--- src/include/board_defs.svh ---
// width constants only, meant to be included inside board_pkg, sample width must stay below gain width
`ifndef BOARD_DEFS_SVH
`define BOARD_DEFS_SVH

// sample width after the converter bus is trimmed
localparam int unsigned SAMPLE_W  = 14;
// raw converter bus, two spare bits at the bottom
localparam int unsigned ADC_BUS_W = 16;
// number of low bits dropped from the converter word
localparam int unsigned ADC_DROP  = ADC_BUS_W - SAMPLE_W;

// calibration gain, fixed point with GAIN_FRAC fraction bits
localparam int unsigned GAIN_W    = 16;
// 2**GAIN_FRAC is unity gain
localparam int unsigned GAIN_FRAC = 14;

// signed sample limits used by saturation
localparam int SMP_MAX = 2**(SAMPLE_W-1) - 1;
localparam int SMP_MIN = -(2**(SAMPLE_W-1));

`endif

--- src/source/board_pkg.sv ---
// sample, gain and calibration types for the board data path, no clocks or logic live here
package board_pkg;

  ////////////////////////////////////////////////////////////////////////////
  // widths
  ////////////////////////////////////////////////////////////////////////////

  `include "board_defs.svh"

  ////////////////////////////////////////////////////////////////////////////
  // sample types
  ////////////////////////////////////////////////////////////////////////////

  // two's complement sample as seen inside the fabric
  typedef logic signed [SAMPLE_W-1:0] sample_t;

  // raw converter word, offset binary with inverted slope
  typedef logic [ADC_BUS_W-1:0] adc_bus_t;

  // code driven toward the DAC
  typedef logic [SAMPLE_W-1:0] dac_code_t;

  ////////////////////////////////////////////////////////////////////////////
  // calibration
  ////////////////////////////////////////////////////////////////////////////

  // signed fixed point gain
  typedef logic signed [GAIN_W-1:0] gain_t;

  // per channel coefficients
  // gain in the upper bits, offset below
  typedef struct packed {
    gain_t   gain;
    sample_t offset;
  } calib_t;

  ////////////////////////////////////////////////////////////////////////////
  // triggers
  ////////////////////////////////////////////////////////////////////////////

  // single cycle events from the debounced GPIO
  typedef struct packed {
    // debounced level went high
    logic rise;
    // debounced level went low
    logic fall;
  } gpio_trig_t;

endpackage : board_pkg

--- src/source/adc_capture.sv ---
// one cycle capture of the converter bus, loop select is not registered before it takes effect
`timescale 1ns/1ps

module adc_capture #(
  // number of ADC channels
  parameter int unsigned NCH = 2
)(
  input  logic                           adc_clk,
  input  logic                           top_rst,
  // raw converter words
  input  board_pkg::adc_bus_t [NCH-1:0]  adc_raw_i,
  // calibrated generator samples for digital loopback
  input  board_pkg::sample_t  [NCH-1:0]  dac_loop_i,
  // loopback select per channel
  input  logic                [NCH-1:0]  loop_i,
  // captured samples
  output board_pkg::sample_t  [NCH-1:0]  adc_smp_o
);

  import board_pkg::*;

  // converted converter word, before the loopback switch
  sample_t adc_cnv [NCH];

  ////////////////////////////////////////////////////////////////////////////
  // bus conversion
  ////////////////////////////////////////////////////////////////////////////

  always_comb begin
    for (int c = 0; c < NCH; c++) begin
      // sign bit stays, remaining bits flipped for the negative slope
      // spare low bits dropped
      adc_cnv[c] = {adc_raw_i[c][ADC_BUS_W-1], ~adc_raw_i[c][ADC_BUS_W-2:ADC_DROP]};
    end
  end

  ////////////////////////////////////////////////////////////////////////////
  // loopback switch and capture register
  ////////////////////////////////////////////////////////////////////////////

  always_ff @(posedge adc_clk, posedge top_rst) begin
    if (top_rst) begin
      adc_smp_o <= '0;
    end else begin
      for (int c = 0; c < NCH; c++) begin
        // generator sample replaces the converter when looped
        adc_smp_o[c] <= loop_i[c] ? dac_loop_i[c] : adc_cnv[c];
      end
    end
  end

  // output cleared for as long as reset is held
  a_rst_zero : assert property (
    @(posedge adc_clk) top_rst |-> (adc_smp_o == '0)
  ) else $error("adc_capture output not zero during reset");

endmodule : adc_capture

--- src/source/calib_linear.sv ---
// two cycle gain and offset stage whose coefficients come live from the ports and are not pipelined
`timescale 1ns/1ps

module calib_linear #(
  // number of channels
  parameter int unsigned NCH = 2
)(
  input  logic                          adc_clk,
  input  logic                          top_rst,
  // input samples
  input  board_pkg::sample_t [NCH-1:0]  smp_i,
  // gain and offset per channel
  input  board_pkg::calib_t  [NCH-1:0]  cal_i,
  // calibrated samples
  output board_pkg::sample_t [NCH-1:0]  smp_o
);

  import board_pkg::*;

  // full product width
  localparam int unsigned MUL_W = SAMPLE_W + GAIN_W;
  // product with the fraction removed
  localparam int unsigned SCL_W = MUL_W - GAIN_FRAC;
  // one extra bit for the offset add
  localparam int unsigned SUM_W = SCL_W + 1;

  // stage one
  logic signed [MUL_W-1:0] mul   [NCH];
  logic signed [SCL_W-1:0] scl_q [NCH];
  // stage two
  logic signed [SUM_W-1:0] sum   [NCH];

  ////////////////////////////////////////////////////////////////////////////
  // stage one gain multiply
  ////////////////////////////////////////////////////////////////////////////

  always_comb begin
    for (int c = 0; c < NCH; c++) begin
      mul[c] = $signed(smp_i[c]) * $signed(cal_i[c].gain);
    end
  end

  always_ff @(posedge adc_clk, posedge top_rst) begin
    if (top_rst) begin
      for (int c = 0; c < NCH; c++) begin
        scl_q[c] <= '0;
      end
    end else begin
      for (int c = 0; c < NCH; c++) begin
        // dropping the fraction bits is an arithmetic shift
        // rounds toward minus infinity
        scl_q[c] <= mul[c][MUL_W-1:GAIN_FRAC];
      end
    end
  end

  ////////////////////////////////////////////////////////////////////////////
  // stage two offset add and saturation
  ////////////////////////////////////////////////////////////////////////////

  always_comb begin
    for (int c = 0; c < NCH; c++) begin
      // both operands sign extended to SUM_W
      sum[c] = scl_q[c] + $signed(cal_i[c].offset);
    end
  end

  always_ff @(posedge adc_clk, posedge top_rst) begin
    if (top_rst) begin
      smp_o <= '0;
    end else begin
      for (int c = 0; c < NCH; c++) begin
        if (sum[c] > SMP_MAX) begin
          smp_o[c] <= sample_t'(SMP_MAX);
        end else if (sum[c] < SMP_MIN) begin
          smp_o[c] <= sample_t'(SMP_MIN);
        end else begin
          // in range so the upper bits are only sign copies
          smp_o[c] <= sum[c][SAMPLE_W-1:0];
        end
      end
    end
  end

  ////////////////////////////////////////////////////////////////////////////
  // checks
  ////////////////////////////////////////////////////////////////////////////

  // a clamped output keeps the sign of the sum it came from
  for (genvar c = 0; c < NCH; c++) begin : g_chk
    a_no_wrap : assert property (
      @(posedge adc_clk) disable iff (top_rst)
      1'b1 |=> (smp_o[c][SAMPLE_W-1] == $past(sum[c][SUM_W-1]))
    ) else $error("calib_linear ch%0d output sign differs from the sum", c);
  end

endmodule : calib_linear

--- src/source/dac_format.sv ---
// registered signed to DAC code conversion, the DAC is assumed to have a negative slope
`timescale 1ns/1ps

module dac_format #(
  // number of DAC channels
  parameter int unsigned NCH = 2
)(
  input  logic                            adc_clk,
  input  logic                            top_rst,
  // calibrated generator samples
  input  board_pkg::sample_t   [NCH-1:0]  smp_i,
  // DAC codes, channels side by side
  output board_pkg::dac_code_t [NCH-1:0]  dac_dat_o
);

  import board_pkg::*;

  ////////////////////////////////////////////////////////////////////////////
  // code conversion
  ////////////////////////////////////////////////////////////////////////////

  // offset binary with inverted slope
  // same as flipping all but the sign bit
  always_ff @(posedge adc_clk, posedge top_rst) begin
    if (top_rst) begin
      dac_dat_o <= '0;
    end else begin
      for (int c = 0; c < NCH; c++) begin
        dac_dat_o[c] <= {smp_i[c][SAMPLE_W-1], ~smp_i[c][SAMPLE_W-2:0]};
      end
    end
  end

endmodule : dac_format

--- src/source/gpio_debounce.sv ---
// GPIO debounce with edge pulses, DEB_LEN must fit in DEB_CW bits and the level starts low
`timescale 1ns/1ps

module gpio_debounce #(
  // cycles the input must stay put
  parameter int unsigned DEB_LEN = 62500,
  // counter width
  parameter int unsigned DEB_CW  = 20
)(
  input  logic                  adc_clk,
  input  logic                  top_rst,
  // asynchronous pin
  input  logic                  pin_i,
  // one cycle edge pulses
  output board_pkg::gpio_trig_t trig_o
);

  // two flop synchronizer
  logic [1:0] pin_sync;
  // synchronized pin, one cycle later
  logic       pin_d;
  // stable time counter
  logic [DEB_CW-1:0] cnt;
  // debounced level
  logic       lvl;

  // synchronized input moved this cycle
  logic       pin_chg;
  // input has been stable long enough
  logic       pin_ok;

  assign pin_chg = pin_sync[1] ^ pin_d;
  assign pin_ok  = (cnt == DEB_CW'(DEB_LEN));

  ////////////////////////////////////////////////////////////////////////////
  // synchronizer
  ////////////////////////////////////////////////////////////////////////////

  always_ff @(posedge adc_clk, posedge top_rst) begin
    if (top_rst) begin
      pin_sync <= '0;
      pin_d    <= 1'b0;
    end else begin
      pin_sync <= {pin_sync[0], pin_i};
      pin_d    <= pin_sync[1];
    end
  end

  ////////////////////////////////////////////////////////////////////////////
  // stability counter
  ////////////////////////////////////////////////////////////////////////////

  // restart on every change, stop counting at DEB_LEN
  always_ff @(posedge adc_clk, posedge top_rst) begin
    if (top_rst) begin
      cnt <= '0;
    end else if (pin_chg) begin
      cnt <= '0;
    end else if (!pin_ok) begin
      cnt <= cnt + 1'b1;
    end
  end

  ////////////////////////////////////////////////////////////////////////////
  // level and edge pulses
  ////////////////////////////////////////////////////////////////////////////

  always_ff @(posedge adc_clk, posedge top_rst) begin
    if (top_rst) begin
      lvl         <= 1'b0;
      trig_o.rise <= 1'b0;
      trig_o.fall <= 1'b0;
    end else begin
      if (pin_ok) begin
        lvl <= pin_d;
      end
      // pulse in the same cycle the level flips
      trig_o.rise <= pin_ok &  pin_d & ~lvl;
      trig_o.fall <= pin_ok & ~pin_d &  lvl;
    end
  end

  // pulses are exclusive and last a single cycle
  a_trig_one : assert property (
    @(posedge adc_clk) disable iff (top_rst)
    (trig_o.rise || trig_o.fall) |->
      !(trig_o.rise && trig_o.fall) ##1 !(trig_o.rise || trig_o.fall)
  ) else $error("gpio_debounce trigger pulses overlap or stretch");

endmodule : gpio_debounce

--- src/source/board_top.sv ---
// sample path top level, every stage takes one sample per channel per adc_clk with no stalls
`timescale 1ns/1ps

module board_top #(
  // analog channels per direction
  parameter int unsigned NCH     = 2,
  // debounce length in cycles, 0.5 ms at 125 MHz
  parameter int unsigned DEB_LEN = 62500,
  // debounce counter width
  parameter int unsigned DEB_CW  = 20
)(
  input  logic                            adc_clk,
  input  logic                            top_rst,
  // converter bus
  input  board_pkg::adc_bus_t  [NCH-1:0]  adc_dat_i,
  // calibration coefficients
  input  board_pkg::calib_t    [NCH-1:0]  adc_cal_i,
  input  board_pkg::calib_t    [NCH-1:0]  dac_cal_i,
  // digital loopback select
  input  logic                 [NCH-1:0]  loop_i,
  // generator samples from outside
  input  board_pkg::sample_t   [NCH-1:0]  gen_dat_i,
  // GPIO expansion pin
  input  logic                            exp_i,
  // acquisition stream
  output board_pkg::sample_t   [NCH-1:0]  adc_dat_o,
  // DAC codes
  output board_pkg::dac_code_t [NCH-1:0]  dac_dat_o,
  // GPIO trigger events
  output board_pkg::gpio_trig_t           gpio_trig_o
);

  import board_pkg::*;

  // calibrated generator samples, shared by DAC and loopback
  sample_t [NCH-1:0] dac_smp;
  // captured ADC samples before calibration
  sample_t [NCH-1:0] adc_smp;

  ////////////////////////////////////////////////////////////////////////////
  // generation path
  ////////////////////////////////////////////////////////////////////////////

  calib_linear #(
    .NCH (NCH)
  ) dac_cal (
    .adc_clk (adc_clk),
    .top_rst (top_rst),
    .smp_i   (gen_dat_i),
    .cal_i   (dac_cal_i),
    .smp_o   (dac_smp)
  );

  dac_format #(
    .NCH (NCH)
  ) dac_format_inst (
    .adc_clk   (adc_clk),
    .top_rst   (top_rst),
    .smp_i     (dac_smp),
    .dac_dat_o (dac_dat_o)
  );

  ////////////////////////////////////////////////////////////////////////////
  // acquisition path
  ////////////////////////////////////////////////////////////////////////////

  // loopback taps the DAC samples before formatting
  adc_capture #(
    .NCH (NCH)
  ) adc_capture_inst (
    .adc_clk    (adc_clk),
    .top_rst    (top_rst),
    .adc_raw_i  (adc_dat_i),
    .dac_loop_i (dac_smp),
    .loop_i     (loop_i),
    .adc_smp_o  (adc_smp)
  );

  calib_linear #(
    .NCH (NCH)
  ) adc_cal (
    .adc_clk (adc_clk),
    .top_rst (top_rst),
    .smp_i   (adc_smp),
    .cal_i   (adc_cal_i),
    .smp_o   (adc_dat_o)
  );

  ////////////////////////////////////////////////////////////////////////////
  // GPIO trigger
  ////////////////////////////////////////////////////////////////////////////

  gpio_debounce #(
    .DEB_LEN (DEB_LEN),
    .DEB_CW  (DEB_CW)
  ) gpio_debounce_inst (
    .adc_clk (adc_clk),
    .top_rst (top_rst),
    .pin_i   (exp_i),
    .trig_o  (gpio_trig_o)
  );

endmodule : board_top

--- config.mk ---
export PLATFORM = sky130hd
export DESIGN_NAME = board_top
export DESIGN_NICKNAME = d
export VERILOG_FILES = /design/src/source/board_pkg.sv /design/src/source/adc_capture.sv /design/src/source/calib_linear.sv /design/src/source/dac_format.sv /design/src/source/gpio_debounce.sv /design/src/source/board_top.sv
export VERILOG_INCLUDE_DIRS = /design/src /design/src/include
export SDC_FILE = /design/constraint.sdc
export NUM_CORES = 2
export LEC_CHECK = 0
export BUFFER_PORTS_ARGS = -buffer_cell sky130_fd_sc_hd__buf_2
export CAP_MARGIN = 0
export CORE_MARGIN = 2
export CORE_UTILIZATION = 65
export DETAILED_ROUTE_END_ITERATION = 7
export PLACE_DENSITY = 0.84
export SLEW_MARGIN = 10
export SYNTH_ARGS = -nofsm -noshare
export SYNTH_HDL_FRONTEND = slang
export SYNTH_HIERARCHICAL = 1
export SYNTH_SLANG_ARGS = --single-unit
--- constraint.sdc ---
create_clock -name adc_clk -period 6.6 [get_ports adc_clk]
set_input_delay 1.32 -clock adc_clk [delete_from_list [all_inputs] [get_ports adc_clk]]
set_output_delay 1.32 -clock adc_clk [all_outputs]
set_load 0.02 [all_outputs]
After elaboration in Yosys (flattened, before gate mapping)

Cells that the tools add are included.

Bits in registers: 202
Input bits: 185
Output and inout bits: 58
Word-level logic and storage cells: 60

Add/subtract/negate cells: 5
Multipliers: 4
$lt $le $gt $ge: 8
Equality and inequality tests: 2
Multiplexer cells: 12
Bitwise operators: 11

Operator list:

| operator                | count |
|---|---|
| $mux W14                | 10 |
| $mul A14 B16 Y30        | 4 |
| $add A16 B14 Y17        | 4 |
| $gt A17 B14 Y1 const B  | 4 |
| $lt A17 B14 Y1 const B  | 4 |
| $not A13 Y13            | 4 |
| $mux W20                | 2 |
| $add A20 B1 Y20 const B | 1 |
| $eq A20 B16 Y1 const B  | 1 |
| $and A1 B1 Y1           | 4 |
| $ne A2 B1 Y1 const B    | 1 |
| $not A1 Y1              | 2 |
| $xor A1 B1 Y1           | 1 |

Logic depth before layout (Yosys ltp)

Word-level depth: 4
Gate-level depth with buffers: 24

Modules after synthesis

The synthesis kept the hierarchy.

By module, submodules not included:

| module                  | times used | cells each | area each (um2) | seq. area each (um2) |
|---|---|---|---|---|
| calib_linear at adc_cal | 1          | 2064       | 19302.3         | 1501.4 |
| calib_linear at dac_cal | 1          | 2061       | 19164.6         | 1501.4 |
| gpio_debounce           | 1          | 130        | 1303.8          | 650.6 |
| adc_capture             | 1          | 89         | 1086.0          | 700.7 |
| dac_format              | 1          | 55         | 802.0           | 700.7 |

Least setup slack after synthesis

OpenSTA, ideal clock, no wires.

Path kind: input to register
From: input port dac_cal_i[59] (netlist bit)
To: register dac_cal/scl_q[15] (netlist bit)
Data arrival time: 6.903 ns
Path slack: -0.383 ns
Stages: 20
Path buffers: 1
Path through: clkbuf_1 > nand2_1 > fa_1 > fa_1 > inv_1 > fa_1 > fa_1 > fa_1 > inv_1 > fa_1 > inv_1 > ha_1 > a21oi_1 > o21ai_0 > or3_1 > o211ai_1 > o211ai_1 > a31o_2 > a21oi_1 > xnor2_1

RTL lines:

| element                       | line               | text |
|---|---|---|
| start, declared               | board_top.sv:18    | `input board_pkg::calib_t [NCH-1:0] dac_cal_i,` |
| end signal, assigned by index | calib_linear.sv:52 | `scl_q[c] <= mul[c][MUL_W-1:GAIN_FRAC];` |
| end, declared                 | calib_linear.sv:29 | `logic signed [SCL_W-1:0] scl_q [NCH];` |

==> qor.csv <==
metric;value;unit
cts.sinks;202;
drive_above_1_share;0.141;
end_kind;flip-flop;
path_max_fanout;4;
cap_violations;0;
final_cells;5695;
status;completed;
r2r_end;adc_cal/scl_q[31];
hold_depth;0;
syn_area;0.0417;mm2
timing.final.hold_violations;0;
worst-path-buf-inv;5;
drc;0;
place.gp.congestion;0.914;
synth-simple-area-share;0.149;
h-tree-depth;1;
final_nets;6227;
synth-compound-area-share;0.0637;
tritoncts;built;
tightest_slew;1.15;ns
yosys-mux-area-fraction;0.00171;
finalCritPeriodShare;0.995;
cts.path.max_buffers;3;
reg2reg_depth;21;
grt_max_degree;61;
rsz0062_at_grt;true;
clkLatencyLatePin;0.54;ns
crit_slowest_cell;fa_1;
port-buffer-count;238;
die_x;257;um
path_clk_slew;0.07;ns
synth_top_family_by_area;adder cells;
grt-busiest-layer;met2;
cts_buffers;25;
yosys.area_share.xor_xnor;0.0326;
dp_cells;5643;
die_y;257;um
syn_inst;4399;
antenna_found_initial;12;
synth_warnings;6;
max_stage_delay;0.53;ns
synthFlopType;dfrtp_1;
crit_family;adder cells;
synth_seq_cells;202;
hpwl;83.7;mm
vias_per_cell;5.43;
pin_count;243;
ys_async_sr_fraction;1.00;
wl_per_cell;17.1;um
path_class;primary input to flip-flop;
grt_pass1_wl;163;mm
overflow;0;
ant_nets;0;
use_met2;0.532;
hold_end;gpio_debounce_inst/pin_sync[1];
synth_fa_ha_area_frac;0.522;
synth_edf_count;0;
crit_chain;buf_2 -> and2_4 -> fa_1 -> inv_1 -> fa_1 -> inv_1 -> fa_1 -> inv_1 -> fa_1 -> inv_1 -> fa_1 -> fa_1 -> ha_1 -> a21o_1 -> a21o_1 -> a221o_1 -> o211a_1 -> a221o_1 -> a211oi_2 -> o21ai_1 -> xor2_1;
totalWireLength;97.3;mm
use_met3;0.0495;
critPathArrivalTime;6.99;ns
cp-start-kind;primary input;
via_count;30900;
worstReg2RegStart;adc_capture_inst/adc_smp_o[4];
rrSetupSlack;0.43;ns
hold_class;flip-flop to flip-flop;
ys_seq_area_frac;0.121;
fin_crit;6.57;ns
grt_pass1_vias;33700;
required;7.03;ns
cts-root-buf;clkbuf_16;
hp-start;gpio_debounce_inst/pin_sync[0];
fmax;0.152;GHz
hold_slack;0.365;ns
track_usage;0.308;
syn_avg_cell_area;9.47;um2
crit_path_frequent_cell;fa_1;
drtPass1Iterations;5;
fp.coreArea;0.0632;mm2
finalClockSkew;0.0101;ns
placement_rows;92;
drtIter0Drc;1748;
syn2layout_area_growth;12.7;%
grt_use_met1;0.397;
die-area;0.0661;mm2
setup_violations;0;
initial_core_util;0.659;
synth.distinct_cells;77;
drv_slew;0;
syn_nets;5798;
slew_headroom;0.229;
setup_tns;0;ns
## placed cells by master, fill, tap and decap left out, types with 13 or more instances in the layout
cell / Yosys / final
nand3_1: 27 / 27
o21ai_0: 104 / 97
xnor2_1: 105 / 104
o21ai_1: 7 / 13
buf_4: 0 / 292
or3_1: 13 / 13
and2_4: 0 / 13
nand2_1: 462 / 459
a211oi_1: 18 / 14
nor3_1: 18 / 18
o21bai_1: 16 / 16
a21oi_1: 94 / 88
and2_1: 465 / 452
inv_1: 1061 / 1057
nand2b_1: 38 / 38
a21o_1: 33 / 33
o211ai_1: 15 / 15
dfrtp_1: 202 / 202
xor2_1: 50 / 50
o21a_1: 19 / 19
ha_1: 338 / 329
nand4_1: 22 / 22
fa_1: 876 / 868
nor2_1: 123 / 122
clkbuf_16: 0 / 25
buf_2: 4 / 230
o21ai_2: 14 / 15
## Yosys cell counts (50+ instances only)
cell      instances  area share
inv_1          1061       0.096
fa_1            876        0.42
and2_1          465       0.070
nand2_1         462       0.042
ha_1            338        0.10
dfrtp_1         202        0.12
clkbuf_1        124       0.011
nor2_1          123       0.011
xnor2_1         105       0.022
o21ai_0         104       0.012
a21oi_1          94       0.011
xor2_1           50       0.011
## metal layers
| layer | up-vias | part of all wire |
|---|---|---|
| met2 | 1166 | 0.50 |
| met4 | 10 | 0.036 |
| met5 | - | 0.00061 |
| met1 | 15500 | 0.39 |
| li1 | 14000 | - |
| met3 | 231 | 0.078 |
## cell type report
type | count | area, um2
multi-input cells | 2998 | 32300
fillers | 4303 | 16200
flip-flops and latches | 202 | 5050
inverters | 1061 | 3980
repair buffers | 540 | 3620
well taps | 846 | 1060
clock buffers | 31 | 688
clock inverters | 11 | 244
diodes | 6 | 15.0
## metrics by stage
| step | util | cell area, um2 | setup WS [ns] |
|---|---|---|---|
| after detailed placement | 0.725 | 45800 | -0.621 |
| after CTS | 0.741 | 46800 | 0.0254 |
| final | 0.743 | 47000 | 0.0331 |
| after floorplan | - | 41900 | -0.213 |
| after global routing | 0.743 | 47000 | -0.147 |
| after global placement | 0.725 | 45800 | -0.532 |
## sequential cells by signal, indices dropped and copies added (netlist names), 2 cells and up
register	count
dac_format_inst/dac_dat_o	28
gpio_debounce_inst/trig_o	2
adc_cal/smp_o	28
adc_capture_inst/adc_smp_o	28
gpio_debounce_inst/pin_sync	2
gpio_debounce_inst/cnt	20
dac_cal/scl_q	32
dac_cal/smp_o	28
adc_cal/scl_q	32
## cell families (layout without fill, tap and decap cells)
kind of cell             Yosys count  in the layout
AND/OR/NAND/NOR                 1219           1219
adder cells (fa/ha/maj)         1214           1214
buffers and inverters           1199           1643
AO/OA/AOI/OAI                    404            404
flip-flops                       202            202
XOR/XNOR                         155            155
multiplexers                       6              6
other                              0              6
## how the worst max path moves through the flow
stage | from | depth (start not counted) | end | slack [ns]
after detailed placement | gen_dat_i[2] | 21 | dac_cal/scl_q[27] | -0.62
after CTS | gen_dat_i[2] | 21 | dac_cal/scl_q[28] | 0.03
after global placement | gen_dat_i[2] | 21 | dac_cal/scl_q[27] | -0.53
after floorplan | dac_cal_i[20] | 21 | dac_cal/scl_q[27] | -0.21
final | gen_dat_i[2] | 21 | dac_cal/scl_q[28] | 0.03
after global routing | gen_dat_i[2] | 21 | dac_cal/scl_q[28] | -0.15
## timing repair
action / CTS / global route
endpoints found under the hold margin: 0 / 0
pin swaps: 14 / 21
hold buffers: 0 / 0
resized for setup: 4 / 36
endpoints found under the setup margin: 2 / 27
gates cloned: 0 / 0
buffers inserted: 1 / 3
Power is not shown: default switching activity piles up to over one toggle a cycle in this logic, so the estimate is an artifact.
